`src/cfu_settings.svh`:
```
// --------------------
// Control-flow unit build settings
// Widths and writeback queue sizing
// --------------------

`ifndef CFU_SETTINGS_SVH
`define CFU_SETTINGS_SVH

// Data and PC width
`define CFU_XLEN 32

// Sequence number width from 3 to 9
`define CFU_SEQ_BITS 5

// Architectural register address width
`define CFU_REG_BITS 5

// Writeback queue entries as a power of two
`define CFU_WBQ_DEPTH 2
`define CFU_WBQ_IDX_BITS $clog2(`CFU_WBQ_DEPTH)

`endif

```
`src/cfu_pkg.sv`:
```
// --------------------
// Control-flow unit types
// Opcode encoding and writeback entry layout
// --------------------

`include "cfu_settings.svh"

package cfu_pkg;

  // --------------------
  // Micro-op opcodes
  // --------------------

  // Only the control-flow subset handled here
  typedef enum logic [1:0] {
    UOP_JAL  = 2'd0,
    UOP_JALR = 2'd1,
    UOP_BNE  = 2'd2
  } cfu_uop_e;

  // --------------------
  // Writeback message
  // --------------------

  // Waddr and wdata only meaningful with wen set
  typedef struct packed {
    logic [`CFU_XLEN-1:0]     pc;
    logic [`CFU_SEQ_BITS-1:0] seq_num;
    logic [`CFU_REG_BITS-1:0] waddr;
    logic [`CFU_XLEN-1:0]     wdata;
    logic                     wen;
  } cfu_wb_entry_t;

endpackage

```
`src/cfu_if.sv`:
```
// --------------------
// Issue and writeback channels
// Val/rdy bundles between the unit's blocks
// --------------------

`timescale 1ns/100ps

`include "cfu_settings.svh"

// --------------------
// Dispatch to execute
// --------------------

interface cfu_issue_if;

  logic                     val;
  logic                     rdy;
  logic [`CFU_XLEN-1:0]     pc;
  logic [`CFU_SEQ_BITS-1:0] seq_num;
  logic [`CFU_XLEN-1:0]     op1;
  logic [`CFU_XLEN-1:0]     op2;
  logic [`CFU_XLEN-1:0]     imm;
  logic [`CFU_REG_BITS-1:0] waddr;
  cfu_pkg::cfu_uop_e        uop;

  // Handshake side plus fields for the squash record
  modport ctrl (
    input  val,
    output rdy,
    input  pc,
    input  seq_num
  );

  // Datapath side reads all payload fields
  modport dp (
    input pc,
    input seq_num,
    input op1,
    input op2,
    input imm,
    input waddr,
    input uop
  );

endinterface

// --------------------
// Execute to writeback
// --------------------

interface cfu_wb_if;

  logic                    val;
  logic                    rdy;
  cfu_pkg::cfu_wb_entry_t  entry;

  // Handshake owner
  modport ctrl (
    output val,
    input  rdy
  );

  // Payload comes straight from queue storage
  modport queue (
    output entry
  );

endinterface

```
`src/cfu_ctrl.sv`:
```
// --------------------
// Control-flow unit control
// Handshakes, queue pointers and occupancy,
// and the one-cycle squash notice
// --------------------

`timescale 1ns/100ps

`include "cfu_settings.svh"

module cfu_ctrl (
  input  logic                        clk,
  input  logic                        arst_n,
  cfu_issue_if.ctrl                   issue,
  cfu_wb_if.ctrl                      wb,
  input  logic                        redirect,
  input  logic [`CFU_XLEN-1:0]        target,
  output logic                        wr_en,
  output logic [`CFU_WBQ_IDX_BITS-1:0] wr_idx,
  output logic [`CFU_WBQ_IDX_BITS-1:0] rd_idx,
  output logic                        sq_val,
  output logic [`CFU_SEQ_BITS-1:0]    sq_seq_num,
  output logic [`CFU_XLEN-1:0]        sq_target
);

  // --------------------
  // Queue state
  // --------------------

  // One extra bit so a full queue is representable
  logic [`CFU_WBQ_IDX_BITS:0]   count;
  logic [`CFU_WBQ_IDX_BITS-1:0] wr_ptr;
  logic [`CFU_WBQ_IDX_BITS-1:0] rd_ptr;
  logic                         enq;
  logic                         deq;

  // Room left for another micro-op
  assign issue.rdy = (count < (`CFU_WBQ_IDX_BITS+1)'(`CFU_WBQ_DEPTH));

  // Head valid whenever anything is queued
  assign wb.val = (count != '0);

  // Transfers on each side
  assign enq = issue.val && issue.rdy;
  assign deq = wb.val && wb.rdy;

  // Storage write strobe and addresses
  assign wr_en  = enq;
  assign wr_idx = wr_ptr;
  assign rd_idx = rd_ptr;

  // Pointers wrap naturally at a power-of-two depth
  always_ff @(posedge clk or negedge arst_n) begin
    if (!arst_n) begin
      wr_ptr <= '0;
      rd_ptr <= '0;
    end else begin
      if (enq) begin
        wr_ptr <= wr_ptr + 1'b1;
      end
      if (deq) begin
        rd_ptr <= rd_ptr + 1'b1;
      end
    end
  end

  // Occupancy holds on simultaneous enq and deq
  always_ff @(posedge clk or negedge arst_n) begin
    if (!arst_n) begin
      count <= '0;
    end else begin
      case ({enq, deq})
        2'b10:   count <= count + 1'b1;
        2'b01:   count <= count - 1'b1;
        default: count <= count;
      endcase
    end
  end

  // --------------------
  // Squash notice
  // --------------------

  // One-cycle pulse with no back-pressure from the consumer
  always_ff @(posedge clk or negedge arst_n) begin
    if (!arst_n) begin
      sq_val <= 1'b0;
    end else begin
      sq_val <= enq && redirect;
    end
  end

  // Record payload captured with the pulse
  always_ff @(posedge clk) begin
    if (enq && redirect) begin
      sq_seq_num <= issue.seq_num;
      sq_target  <= target;
    end
  end

endmodule

```
`src/cfu_target.sv`:
```
// --------------------
// Control-flow target generation
// Jump/branch target and fall-through PC
// --------------------

`timescale 1ns/100ps

`include "cfu_settings.svh"

module cfu_target (
  cfu_issue_if.dp                 issue,
  output logic [`CFU_XLEN-1:0]    target,
  output logic [`CFU_XLEN-1:0]    fall_through
);

  logic [`CFU_XLEN-1:0] pc_rel;
  logic [`CFU_XLEN-1:0] reg_rel;

  // PC-relative for JAL and BNE
  assign pc_rel = issue.pc + issue.imm;

  // Register-relative for JALR
  assign reg_rel = issue.op1 + issue.imm;

  // Link value and what fetch predicted
  assign fall_through = issue.pc + `CFU_XLEN'd4;

  // Pick by opcode
  always_comb begin
    case (issue.uop)
      cfu_pkg::UOP_JALR: begin
        // Low bit dropped per the ISA
        target = {reg_rel[`CFU_XLEN-1:1], 1'b0};
      end
      cfu_pkg::UOP_JAL,
      cfu_pkg::UOP_BNE: begin
        target = pc_rel;
      end
      default: begin
        target = pc_rel;
      end
    endcase
  end

endmodule

```
`src/cfu_cond.sv`:
```
// --------------------
// Control-flow condition and writeback build
// Taken/redirect decision per opcode
// --------------------

`timescale 1ns/100ps

`include "cfu_settings.svh"

module cfu_cond (
  cfu_issue_if.dp                 issue,
  input  logic [`CFU_XLEN-1:0]    target,
  input  logic [`CFU_XLEN-1:0]    fall_through,
  output logic                    redirect,
  output cfu_pkg::cfu_wb_entry_t  entry
);

  logic ne;
  logic is_jump;
  logic taken;

  // BNE compare
  assign ne = (issue.op1 != issue.op2);

  // Unconditional jumps also write the link
  assign is_jump = (issue.uop == cfu_pkg::UOP_JAL) || (issue.uop == cfu_pkg::UOP_JALR);

  always_comb begin
    case (issue.uop)
      cfu_pkg::UOP_JAL,
      cfu_pkg::UOP_JALR: taken = 1'b1;
      cfu_pkg::UOP_BNE:  taken = ne;
      default:           taken = 1'b0;
    endcase
  end

  // Fetch assumed PC+4, so only a different target redirects
  assign redirect = taken && (target != fall_through);

  // Writeback payload
  assign entry.pc      = issue.pc;
  assign entry.seq_num = issue.seq_num;
  assign entry.waddr   = issue.waddr;
  assign entry.wdata   = fall_through;
  assign entry.wen     = is_jump;

endmodule

```
`src/cfu_wb_queue.sv`:
```
// --------------------
// Writeback queue storage
// Entry array indexed by control's pointers
// --------------------

`timescale 1ns/100ps

`include "cfu_settings.svh"

module cfu_wb_queue (
  input  logic                         clk,
  input  logic                         arst_n,
  input  logic                         wr_en,
  input  logic [`CFU_WBQ_IDX_BITS-1:0] wr_idx,
  input  logic [`CFU_WBQ_IDX_BITS-1:0] rd_idx,
  input  cfu_pkg::cfu_wb_entry_t       entry_in,
  cfu_wb_if.queue                      wb
);

  // --------------------
  // Storage
  // --------------------

  cfu_pkg::cfu_wb_entry_t mem [`CFU_WBQ_DEPTH];

  // Write on each accepted micro-op
  always_ff @(posedge clk or negedge arst_n) begin
    if (!arst_n) begin
      for (int i = 0; i < `CFU_WBQ_DEPTH; i++) begin
        mem[i] <= '0;
      end
    end else if (wr_en) begin
      mem[wr_idx] <= entry_in;
    end
  end

  // --------------------
  // Head
  // --------------------

  // Head entry straight to the writeback side
  // Stays put while w_rdy is low since rd_idx holds
  assign wb.entry = mem[rd_idx];

endmodule

```
`src/cfu_top.sv`:
```
// --------------------
// Control-flow execute unit
// JAL, JALR and BNE resolution with writeback
// queue and squash notice
// --------------------

`timescale 1ns/100ps

`include "cfu_settings.svh"

module cfu_top (
  input  logic                     clk,
  input  logic                     arst_n,

  // Dispatch
  input  logic                     d_val,
  output logic                     d_rdy,
  input  logic [`CFU_XLEN-1:0]     d_pc,
  input  logic [`CFU_SEQ_BITS-1:0] d_seq_num,
  input  logic [`CFU_XLEN-1:0]     d_op1,
  input  logic [`CFU_XLEN-1:0]     d_op2,
  input  logic [`CFU_XLEN-1:0]     d_imm,
  input  logic [`CFU_REG_BITS-1:0] d_waddr,
  input  cfu_pkg::cfu_uop_e        d_uop,

  // Writeback
  output logic                     w_val,
  input  logic                     w_rdy,
  output logic [`CFU_XLEN-1:0]     w_pc,
  output logic [`CFU_SEQ_BITS-1:0] w_seq_num,
  output logic [`CFU_REG_BITS-1:0] w_waddr,
  output logic [`CFU_XLEN-1:0]     w_wdata,
  output logic                     w_wen,

  // Squash notice
  output logic                     sq_val,
  output logic [`CFU_SEQ_BITS-1:0] sq_seq_num,
  output logic [`CFU_XLEN-1:0]     sq_target
);

  // --------------------
  // Channels
  // --------------------

  cfu_issue_if issue_if ();
  cfu_wb_if    wb_if ();

  // Dispatch ports onto the issue bundle
  assign issue_if.val     = d_val;
  assign issue_if.pc      = d_pc;
  assign issue_if.seq_num = d_seq_num;
  assign issue_if.op1     = d_op1;
  assign issue_if.op2     = d_op2;
  assign issue_if.imm     = d_imm;
  assign issue_if.waddr   = d_waddr;
  assign issue_if.uop     = d_uop;
  assign d_rdy            = issue_if.rdy;

  // Writeback bundle out to the ports
  assign wb_if.rdy = w_rdy;
  assign w_val     = wb_if.val;
  assign w_pc      = wb_if.entry.pc;
  assign w_seq_num = wb_if.entry.seq_num;
  assign w_waddr   = wb_if.entry.waddr;
  assign w_wdata   = wb_if.entry.wdata;
  assign w_wen     = wb_if.entry.wen;

  // --------------------
  // Blocks
  // --------------------

  logic [`CFU_XLEN-1:0]         target;
  logic [`CFU_XLEN-1:0]         fall_through;
  logic                         redirect;
  cfu_pkg::cfu_wb_entry_t       entry;
  logic                         wr_en;
  logic [`CFU_WBQ_IDX_BITS-1:0] wr_idx;
  logic [`CFU_WBQ_IDX_BITS-1:0] rd_idx;

  cfu_target u_target (
    .issue        (issue_if),
    .target       (target),
    .fall_through (fall_through)
  );

  cfu_cond u_cond (
    .issue        (issue_if),
    .target       (target),
    .fall_through (fall_through),
    .redirect     (redirect),
    .entry        (entry)
  );

  cfu_ctrl u_ctrl (
    .clk        (clk),
    .arst_n     (arst_n),
    .issue      (issue_if),
    .wb         (wb_if),
    .redirect   (redirect),
    .target     (target),
    .wr_en      (wr_en),
    .wr_idx     (wr_idx),
    .rd_idx     (rd_idx),
    .sq_val     (sq_val),
    .sq_seq_num (sq_seq_num),
    .sq_target  (sq_target)
  );

  cfu_wb_queue u_wb_queue (
    .clk      (clk),
    .arst_n   (arst_n),
    .wr_en    (wr_en),
    .wr_idx   (wr_idx),
    .rd_idx   (rd_idx),
    .entry_in (entry),
    .wb       (wb_if)
  );

endmodule

```
`config.mk`:
```
export PLATFORM = sky130hd
export DESIGN_NAME = cfu_top
export DESIGN_NICKNAME = d
export VERILOG_FILES = /design/src/cfu_pkg.sv /design/src/cfu_if.sv /design/src/cfu_ctrl.sv /design/src/cfu_target.sv /design/src/cfu_cond.sv /design/src/cfu_wb_queue.sv /design/src/cfu_top.sv
export VERILOG_INCLUDE_DIRS = /design/src /design/src/src
export SDC_FILE = /design/constraint.sdc
export NUM_CORES = 1
export LEC_CHECK = 0
export BUFFER_PORTS_ARGS = -buffer_cell sky130_fd_sc_hd__buf_2
export CORE_MARGIN = 2
export CORE_UTILIZATION = 40
export CTS_CLUSTER_DIAMETER = 30
export CTS_CLUSTER_SIZE = 10
export DETAILED_ROUTE_END_ITERATION = 7
export GPL_TIMING_DRIVEN = 1
export PLACE_DENSITY_LB_ADDON = 0.05
export RECOVER_POWER = 50
export SETUP_SLACK_MARGIN = 0.05
export SKIP_LAST_GASP = 1
export SYNTH_ARGS = -nofsm -noshare
export SYNTH_HDL_FRONTEND = slang
export SYNTH_HIERARCHICAL = 1
export SYNTH_SLANG_ARGS = --single-unit
```
`constraint.sdc`:
```
create_clock -name clk -period 3.9 [get_ports clk]
set_input_delay 0.78 -clock clk [delete_from_list [all_inputs] [get_ports clk]]
set_output_delay 0.78 -clock clk [all_outputs]
set_load 0.01 [all_outputs]
```
# Yosys cells after proc, flatten, opt, wreduce, memory -nomap -nowiden
# Cells that the tools add are included.
[classes] bitwise_logic=2 div=0 n_shift=0 n_lt_le_gt_ge=4 n_eq_ne=6 multipliers=0 mux=9 reduce_logical=10 add_sub_neg=7
[ops] op="2-to-1 mux 75 bit" count=4
[ops] op="bitwise mux 150 bit" count=1
[ops] op="demux 75 bit (select 1 bit)" count=1
[ops] op="adder 32 bit" count=2
[ops] op="inequality test 32 bit" count=2
[ops] op="adder 32 x 3 -> 32 bit (second input constant)" count=1
[ops] op="2-to-1 mux 32 bit" count=1
[ops] op="logical AND 1 bit" count=5
[ops] op="equality test 2 x 1 -> 1 bit (second input constant)" count=2
[ops] op="equality test 2 bit (second input constant)" count=2
[ops] op=">= comparator 2 bit (second input constant)" count=2
[ops] op="NOT 1 -> 2 bit" count=2
[ops] op="one-hot mux 2 bit (2 select lines)" count=1
[ops] op="nonzero test 2 bit" count=2
[ops] op="adder 1 bit (second input constant)" count=2
[ops] op="adder 2 x 1 -> 2 bit (second input constant)" count=1
[ops] op="zero test 2 bit" count=1
[ops] op="< comparator 2 x 1 -> 1 bit (second input constant)" count=1
[ops] op="< comparator 2 bit (second input constant)" count=1
[ops] op="one-hot mux 1 bit (2 select lines)" count=1
[ops] op="OR reduction 2 bit" count=1
[ops] op="subtractor 2 x 1 -> 2 bit (second input constant)" count=1
[ops] op="logical OR 1 bit" count=1
[totals] ff_bits=192 in_bits=144 wordCells=54 mem_bits_ro=0 memories=0 ramBits=0 latch_bits=0

# Longest topological paths before layout
# Gate-level depths: netlist (run 1).
[depth] depth_word=6 ltp_mapped=17 mapped_depth_nobuf=17

# Modules after synthesis
# The synthesis (run 1) kept the hierarchy.
[by_module_without_submodules] mod="cfu_wb_queue" n_inst=1 area_per_inst_um2=6503.7 seq_area_each_um2=3753.6 cells_per_inst=401
[by_module_without_submodules] mod="cfu_target" n_inst=1 area_per_inst_um2=4025.1 seq_area_each_um2=0.0 cells_per_inst=580
[by_module_without_submodules] mod="cfu_ctrl" n_inst=1 area_per_inst_um2=1331.3 seq_area_each_um2=1236.2 cells_per_inst=55
[by_module_without_submodules] mod="cfu_cond" n_inst=1 area_per_inst_um2=1270.0 seq_area_each_um2=0.0 cells_per_inst=164

# Least setup slack after synthesis (run 1)
# OpenSTA, ideal clock, no wires.
[synth_timing] path_type="input port to flip-flop" from="input d_pc[0]" to="register u_ctrl.sq_seq_num[0], enable pin" path_buffers=0 path_slack_ns=-1.130 setup_ns=0.398 stages=17 t_arrival_ns=4.632 t_required_ns=3.502 path_cell_list="ha_1 -> fa_1 -> a21o_1 -> a21o_1 -> a21oi_2 -> a211oi_1 -> o31a_1 -> a21o_1 -> a221oi_2 -> mux2i_1 -> or3_1 -> xor2_1 -> nor4_1 -> nand4_1 -> o21ai_1 -> a31oi_1 -> and2_1"
[synth_between] elab_chain_len=5 elab_cells_between_ends=6 classes_between="2 x add/sub; 1 x eq/ne; 1 x mux; 2 x reduce/logical"
[synth_rtl] element="start, declared" line="cfu_top.sv:18" rtl="input logic [`CFU_XLEN-1:0] d_pc,"
[synth_rtl] element="adder 32 bit" line="cfu_target.sv:20" rtl="assign pc_rel = issue.pc + issue.imm;"
[synth_rtl] element="2-to-1 mux 32 bit" line="cfu_target.sv:30" rtl="case (issue.uop)"
[synth_rtl] element="named net target[30]" line="cfu_top.sv:72" rtl="logic [`CFU_XLEN-1:0] target;"
[synth_rtl] element="inequality test 32 bit" line="cfu_cond.sv:38" rtl="assign redirect = taken && (target != fall_through);"
[synth_rtl] element="logical AND 1 bit" line="cfu_cond.sv:38"
[synth_rtl] element="named net redirect" line="cfu_top.sv:74" rtl="logic redirect;"
[synth_rtl] element="logical AND 1 bit" line="cfu_ctrl.sv:95" rtl="if (enq && redirect) begin"
[synth_rtl] element="end signal, assigned" line="cfu_ctrl.sv:96" rtl="sq_seq_num <= issue.seq_num;"
[synth_rtl] element="end, declared" line="cfu_ctrl.sv:22" rtl="output logic [`CFU_SEQ_BITS-1:0] sq_seq_num,"
# The timed path passes the listed nets, and every way through them passes these cells.
# A chain may end at the register's enable or synchronous reset.

# Worst setup path after layout (run 1)
[layout_timing] from="input d_pc[0]" to="register u_ctrl.sq_target[3], enable pin"
[layout_between] elab_chain_len=5 elab_cells_between_ends=6 classes_between="2 x add/sub; 1 x eq/ne; 1 x mux; 2 x reduce/logical"
[layout_rtl] element="adder 32 bit" line="cfu_target.sv:20"
[layout_rtl] element="2-to-1 mux 32 bit" line="cfu_target.sv:30"
[layout_rtl] element="named net target[30]" line="cfu_top.sv:72"
[layout_rtl] element="inequality test 32 bit" line="cfu_cond.sv:38"
[layout_rtl] element="logical AND 1 bit" line="cfu_cond.sv:38"
[layout_rtl] element="named net redirect" line="cfu_top.sv:74"
[layout_rtl] element="logical AND 1 bit" line="cfu_ctrl.sv:95"
[layout_rtl] element="end signal, assigned" line="cfu_ctrl.sv:97" rtl="sq_target <= target;"
[layout_rtl] element="end, declared" line="cfu_ctrl.sv:23" rtl="output logic [`CFU_XLEN-1:0] sq_target"
# The timed path passes the listed nets, and every way through them passes these cells.

==> out/results.ini, run 1 <==
[clocking]
clkSinkCount=192
clk_pin_slew_ps=60
cts_buffers=17
cts-htree-levels=4
holdBufCountCts=0
cts_tree=built
clk_latency_ps=430
cts-root-buf=clkbuf_16
clk_path_buf_depth=2

[die]
initial_core_util_pct=40.5
num_io_pins=259
die-width_um=185
row_count=66
die_h_um=185
die_area_mm2=0.0343
core_area_mm2=0.0325

[worst_hold_path]
holdCritPathClass=reg -> reg
whs_path_depth=1

[drt]
drc=0
dr.max_layer_used=met4
num_vias=10600
drt-vias-per-instance=5.02
ant_nets=0
wl_met3_mm=1.47
wl_mm=41.0
wl_met1_mm=20.2
first_iter_violations=508
avgRoutedWirePerCell_um=19.4
dr.pass1.iters=5
met2_wirelength_mm=18.9

[global_route]
overflow=0
grt_first_pass_wirelength_mm=62.1
grt_max_degree=89
grt_antenna_before_repair=0
track_usage_pct=24.4
grt_pass1_vias=10900

[worst_setup_path]
reg2reg_depth=6
worst-endpoint-required_ps=4090
worst_setup_path_end_kind=flip-flop
critPathArrivalTime_ps=4490
critPathKind=in -> reg
cp_max_fo=14
startpoint_type=input port

[sta]
fin_setup_tns_ps=-13240
rsz0062_at_grt=true
hold_violations=0
worstMarginPinSlew_ps=2170
hold_slack_ps=487
setup_violations=38
maxSlewHeadroom_pct=-44.6
setup_ws_ps=-397
fin_crit_sh_pct=110
drv_slew=121
max_freq_ghz=0.233
min_period_ps=4300
fin_skew_ps=10.3

[power]
power_frac_comb_pct=47.1
switching_share_pct=34.8
power-per-cell-area_mw_per_mm2=579
leakagePower_nw=7.86
fin_total_pwr_mw=9.94
power.switching_mw=3.46
p_int_mw=6.48
ir_worst_vdd_mv=0.407
clkPwrFrac_pct=18.0
power_frac_seq_pct=34.9

[synth]
synth_top_flop_cell=dfrtp_1
synth_compound_area_share_pct=10.0
synth_cells=1200
synthMuxAreaShare_pct=19.8
synthSimpleGateAreaFrac_pct=9.10
yosysWarnings=6
async_reset_ff_share_pct=80.7
synth_area_mm2=0.0131
syn_area_per_cell_um2=10.9
ys_ff_latch=192
synth_xor_xnor_area_share_pct=9.67
synthAdderAreaFrac_pct=6.31
synth_nets=1409
synth_edf_count=37
synth_seq_area_share_pct=38.0
yosysUniqueCellTypes=68
synth_top_family_by_area=multiplexers

[status]
violations=capacitance limit, slew limit, setup timing
status=finished with violations

[placement]
dpl-instance-area_mm2=0.0164
hpwl_mm=33.2
dp.cells=2074
post-place-ws_ps=-1180
port_buffers=258
globalplace.congestion=0.892

[cells_and_area]
drive_above_1_share_pct=45.2
multi_input_area_mm2=0.00736
n_fill_cell=3037
most-common-layout-cells=buf_4 (281), buf_2 (209), mux2_2 (175)
post-route-cell-area_mm2=0.0172
post-route-util_pct=52.9
areaGrowthSynthToFinish_pct=30.7
layout_commonest_cell=buf_4
final_nets=1867
antenna_cells=0
final_cells=2113
seqCellArea_mm2=0.00499

[run]
maxCapViolCount=2

-- layer usage --
layer / global-route usage, % / vias up
li1: - / 5162
met1: 34.3 / 5165
met2: 40.1 / 244
met3: 3.34 / 28
met4: 4.76 / 0
met5: 0 / -
-- critical path, stage by stage --
cell      delay [ps]
buf_8            110
ha_4             160
fa_2             330
a21o_1           190
a21o_1           200
a21oi_2          200
a211oi_2         130
o31a_1           370
a21o_1           250
a221oi_2         250
mux2i_1          100
or3_4            370
xor2_2           170
nor4_2           140
nand4_1          130
o21ai_2          150
a31oi_2           70
and2_4           220
buf_12           150
-- cell type report --
cell class                      count  area share [%]
Multi-Input combinational cell    875            42.9
Clock inverter                     13           0.926
Tap cell                          442            3.22
Clock buffer                       19            2.58
Timing Repair Buffer              552            20.8
Sequential cell                   192            29.1
Inverter                           20           0.438
-- power groups by stage --
| stage | clock (mW) | sequential (mW) | combinational [mW] |
|---|---|---|---|
| 2_1_floorplan | 0 | 3.31 | 3.01 |
| 3_3_place_gp | 0 | 3.48 | 4.64 |
| 3_5_place_dp | 0 | 3.51 | 4.67 |
| 4_1_cts | 1.84 | 3.48 | 4.75 |
| 5_1_grt | 1.92 | 3.59 | 5.09 |
| 6_report | 1.79 | 3.47 | 4.68 |
-- cell usage after synthesis (all sizes together) (2+ instances only) --
| master | count | area, um2 |
|---|---|---|
| xnor2 | 80 | 701 |
| o21a | 12 | 90.1 |
| or3 | 3 | 18.8 |
| nand2 | 61 | 229 |
| and4 | 3 | 26.3 |
| nand2b | 4 | 25.0 |
| a211o | 2 | 17.5 |
| nor3b | 3 | 22.5 |
| nor2 | 54 | 203 |
| and3 | 9 | 56.3 |
| nor4b | 2 | 17.5 |
| or4 | 2 | 15.0 |
| nor4 | 10 | 62.6 |
| nand3 | 20 | 105 |
| a21oi | 60 | 308 |
| a22o | 3 | 26.3 |
| or2b | 3 | 26.3 |
| inv | 20 | 75.1 |
| mux2i | 6 | 60.1 |
| clkbuf | 11 | 41.3 |
| o31ai | 5 | 37.5 |
| a21boi | 3 | 22.5 |
| o21bai | 12 | 90.1 |
| a31oi | 12 | 75.1 |
| ha | 63 | 788 |
| o21ai | 33 | 173 |
| o211ai | 6 | 45.0 |
| nor3 | 15 | 80.1 |
| nor2b | 6 | 40.0 |
| nand3b | 3 | 22.5 |
| nand4 | 23 | 150 |
| edfxtp | 37 | 1110 |
| dfrtp | 155 | 3880 |
| a211oi | 6 | 57.6 |
| mux2 | 225 | 2530 |
| a41oi | 2 | 25.0 |
| buf | 103 | 790 |
| fa | 2 | 40.0 |
| xor2 | 65 | 569 |
| a21o | 32 | 240 |
| and2 | 11 | 71.3 |
| or2 | 2 | 15.0 |
-- state kept, by name, indices dropped and copies added (netlist names) --
name	flops
u_ctrl/wr_idx	1
u_ctrl/sq_target	32
u_ctrl/sq_seq_num	5
u_ctrl/sq_val	1
u_ctrl/rd_idx	1
u_ctrl/count	2
u_wb_queue/mem	150
-- path summary, 6_finish.rpt --
kind,start,slack [ps],to
max in group asynchronous,arst_n,770,u_wb_queue/mem[144]
worst max register to register,u_ctrl/count[1],1670,u_wb_queue/mem[139]
worst min register to register,u_wb_queue/mem[66],490,u_wb_queue/mem[66]
worst max-delay path,d_pc[0],-400,u_ctrl/sq_target[3]
min in group asynchronous,arst_n,990,u_wb_queue/mem[124]
worst min-delay path,u_wb_queue/mem[66],490,u_wb_queue/mem[66]
-- timing repair --
action / 4_1_cts / 5_1_grt
resized for setup: 21 / 12
buffers inserted: 5 / 2
endpoints found under the setup margin: 38 / 38
gates cloned: 1 / 1
pin swaps: 12 / 19
-- cells by family after synthesis --
logic type	Yosys count
xor gates and xnor gates	145
DFF	192
AOI/OAI and AO/OA	197
buffers and inverters	135
and+or+nand+nor	235
adders and majority gates	65
muxes	231
(Power assumes the default switching activity.)
==> inputs of run 2 (changes only) <==
--- a/config.mk
+++ b/config.mk
@@ -6,13 +6,13 @@
 export SDC_FILE = /design/constraint.sdc
 export NUM_CORES = 1
 export LEC_CHECK = 0
-export BUFFER_PORTS_ARGS = -buffer_cell sky130_fd_sc_hd__buf_2
 export CORE_MARGIN = 2
 export CORE_UTILIZATION = 40
 export CTS_CLUSTER_DIAMETER = 30
 export CTS_CLUSTER_SIZE = 10
 export DETAILED_ROUTE_END_ITERATION = 7
-export GPL_TIMING_DRIVEN = 1
+export DONT_BUFFER_PORTS = 1
+export GPL_TIMING_DRIVEN = 0
 export PLACE_DENSITY_LB_ADDON = 0.05
 export RECOVER_POWER = 50
 export SETUP_SLACK_MARGIN = 0.05
==> run 2 against run 1 <==
Net effect: the flow finishes with violations (setup timing); sequential share of layout area up 5.0 points; clock power up 3%; clock-buffer cell count up 6; maximum frequency down 3.7%; cell count down 20%; die area unchanged; global-route usage down 0.73 points; highest routed layer unchanged; register-to-register slack worse by 270 ps; setup slack worse by 160 ps; core utilization down 7.7 points; critical path depth down 2; first-iteration DRC count down 5.5%.
==> out/results.ini, run 2 (synthesized netlist as in run 1, its figures left out) <==
[sta]
fin_setup_tns_ps=-20680  ; -7440 ps
worstMarginPinSlew_ps=798  ; -1370 ps
max_freq_ghz=0.224  ; -3.7%
fin_skew_ps=8.81  ; -1.48 ps
setup_ws_ps=-561  ; -164 ps
drv_slew=0  ; -100%
setup_violations=38  ; unchanged
fin_crit_sh_pct=114  ; +4.2 points
min_period_ps=4460  ; +164 ps
hold_violations=0  ; unchanged
maxSlewHeadroom_pct=46.8  ; +91 points
rsz0062_at_grt=true

[cells_and_area]
largest-register=u_wb_queue/mem
largest_reg_flops=150  ; unchanged
post-route-util_pct=45.2  ; -7.7 points
post-route-cell-area_mm2=0.0147  ; -15%
layout_commonest_cell=mux2_2
reg_top3=u_wb_queue/mem (150), u_ctrl/sq_target (32), u_ctrl/sq_seq_num (5)
antenna_cells=0  ; unchanged
final_cells=1688  ; -20%
drive_above_1_share_pct=29.1  ; -16 points
areaGrowthSynthToFinish_pct=11.6
most-common-layout-cells=mux2_2 (175), dfrtp_1 (155), buf_4 (91)
final_nets=1442  ; -23%

[die]
initial_core_util_pct=40.5  ; unchanged
num_io_pins=259  ; unchanged
die_h_um=185  ; unchanged
core_area_mm2=0.0325  ; unchanged
die-width_um=185  ; unchanged
row_count=66  ; unchanged
die_area_mm2=0.0343  ; unchanged

[worst_setup_path]
cp_max_fo=7  ; -7
worst_setup_path_end_kind=flip-flop
critPathArrivalTime_ps=4660  ; +170 ps
worst-endpoint-required_ps=4100  ; about the same
startpoint_type=input port
critPathKind=in -> reg

[placement]
globalplace.congestion=0.867  ; -2.8%
port_buffers=0  ; -100%
hpwl_mm=31.7  ; -4.6%
dpl-instance-area_mm2=0.0137  ; -16%
dp.cells=1642  ; -21%

[drt]
dr.pass1.iters=5  ; unchanged
wl_mm=40.2  ; -1.9%
ant_nets=0  ; unchanged
drc=0  ; unchanged
first_iter_violations=480  ; -5.5%
avgRoutedWirePerCell_um=23.8  ; +23%
num_vias=9049  ; -15%
drt-vias-per-instance=5.36  ; +6.9%

[global_route]
grt_max_degree=156  ; +75%
grt_first_pass_wirelength_mm=59.0  ; -5.0%
overflow=0  ; unchanged
grt_antenna_before_repair=0  ; unchanged
grt_pass1_vias=9179  ; -16%
track_usage_pct=23.6  ; -0.73 points

[power]
ir_worst_vdd_mv=0.301  ; -26%
switching_share_pct=35.6  ; +0.79 points
power.switching_mw=3.26  ; -5.7%
power_frac_seq_pct=37.2  ; +2.3 points
power-per-cell-area_mw_per_mm2=625  ; +7.9%
clkPwrFrac_pct=20.1  ; +2.1 points
leakagePower_nw=6.08  ; -23%
fin_total_pwr_mw=9.16  ; -7.8%
power_frac_comb_pct=42.7  ; -4.4 points
p_int_mw=5.90  ; -8.9%

[clocking]
cts_buffers=17  ; unchanged
clk_latency_ps=440  ; about the same
clk_pin_slew_ps=60  ; about the same
cts-root-buf=clkbuf_16
cts-htree-levels=4  ; unchanged
cts_tree=built
holdBufCountCts=0  ; unchanged
clk_path_buf_depth=2  ; unchanged
clkSinkCount=192  ; unchanged

[status]
status=finished with violations
violations=setup timing

[run]
maxCapViolCount=0  ; -2

[worst_hold_path]
holdCritPathClass=in -> async

==> run 2: cell count changes in the layout (fill, tap and decap cells not counted), moves of 3 or more <==
cell | previous run | this run
buf_12 | 8 | 4
buf_2 | 209 | 5
buf_4 | 281 | 91
buf_6 | 2 | 8
buf_8 | 3 | 0
clkbuf_1 | 47 | 20
clkbuf_8 | 1 | 4
==> run 2: cell type report <==
type | instances | area (um2)
clock inverter | 7 | 95.1
sequential | 192 | 4990
buffer | 115 | 835
tap | 442 | 553
inverter | 20 | 75.1
timing repair buffer | 13 | 148
multi-input combinational | 874 | 7440
clock buffer | 25 | 517
fill | 3130 | 17800
==> run 2: routing by layer <==
| metal | GRT usage, % | vias up | part of all wire, % |
|---|---|---|---|
| met2 | 38.9 | 241 | 48 |
| met1 | 32.2 | 4490 | 46 |
| met5 | 0 | - | 0 |
| met4 | 4.22 | 0 | 0.51 |
| met3 | 5.29 | 11 | 5.8 |
| li1 | - | 4307 | - |
==> run 2: worst max-delay path: stages <==
cell	delay, ps
ha_1	320
inv_1	110
a2111oi_4	400
nor3_4	120
a211oi_4	310
o21ai_2	150
o21ai_4	200
a41oi_2	190
o21a_1	150
or4_4	590
xor2_4	190
nor4_2	230
nand4_1	140
o21ai_2	270
a31oi_4	80
and2_4	240
buf_12	140
==> run 2: path summary, 6_finish.rpt <==
kind,startpoint,to,slack (ps),depth (start not counted)
max reg2reg,u_ctrl/count[1],u_wb_queue/mem[54],1400,7
min reg2reg,u_wb_queue/mem[60],u_wb_queue/mem[60],490,1
min in group clk,d_seq_num[2],u_ctrl/sq_seq_num[2],440,0
max,d_op1[5],u_ctrl/sq_seq_num[0],-560,17
min,arst_n,u_ctrl/sq_val,40,0
max in group asynchronous,arst_n,u_wb_queue/mem[35],3510,0
==> run 2: repair_timing <==
item | CTS | global route
pin swaps | 9 | 6
endpoints found under the hold margin | 0 | 0
setup buffers | 10 | 3
gates resized for setup | 24 | 11
gates cloned | 1 | 0
setup endpoints to repair | 38 | 38
==> run 2: power by group through the flow <==
stage / sequential (mW) / combinational, mW / clock, mW
floorplan: 3.31 / 3.01 / 0
global placement: 3.43 / 3.85 / 0
detailed placement: 3.46 / 3.87 / 0
CTS: 3.42 / 3.99 / 1.89
global route: 3.53 / 4.22 / 1.98
finish: 3.41 / 3.91 / 1.84
==> run 2: through the flow <==
step                hold slack, ps  setup slack, ps
finish                        44.5             -561
global route                  11.2             -662
CTS                           18.2             -553
detailed placement             475            -1970
global placement               468            -1990
floorplan                      459             -402
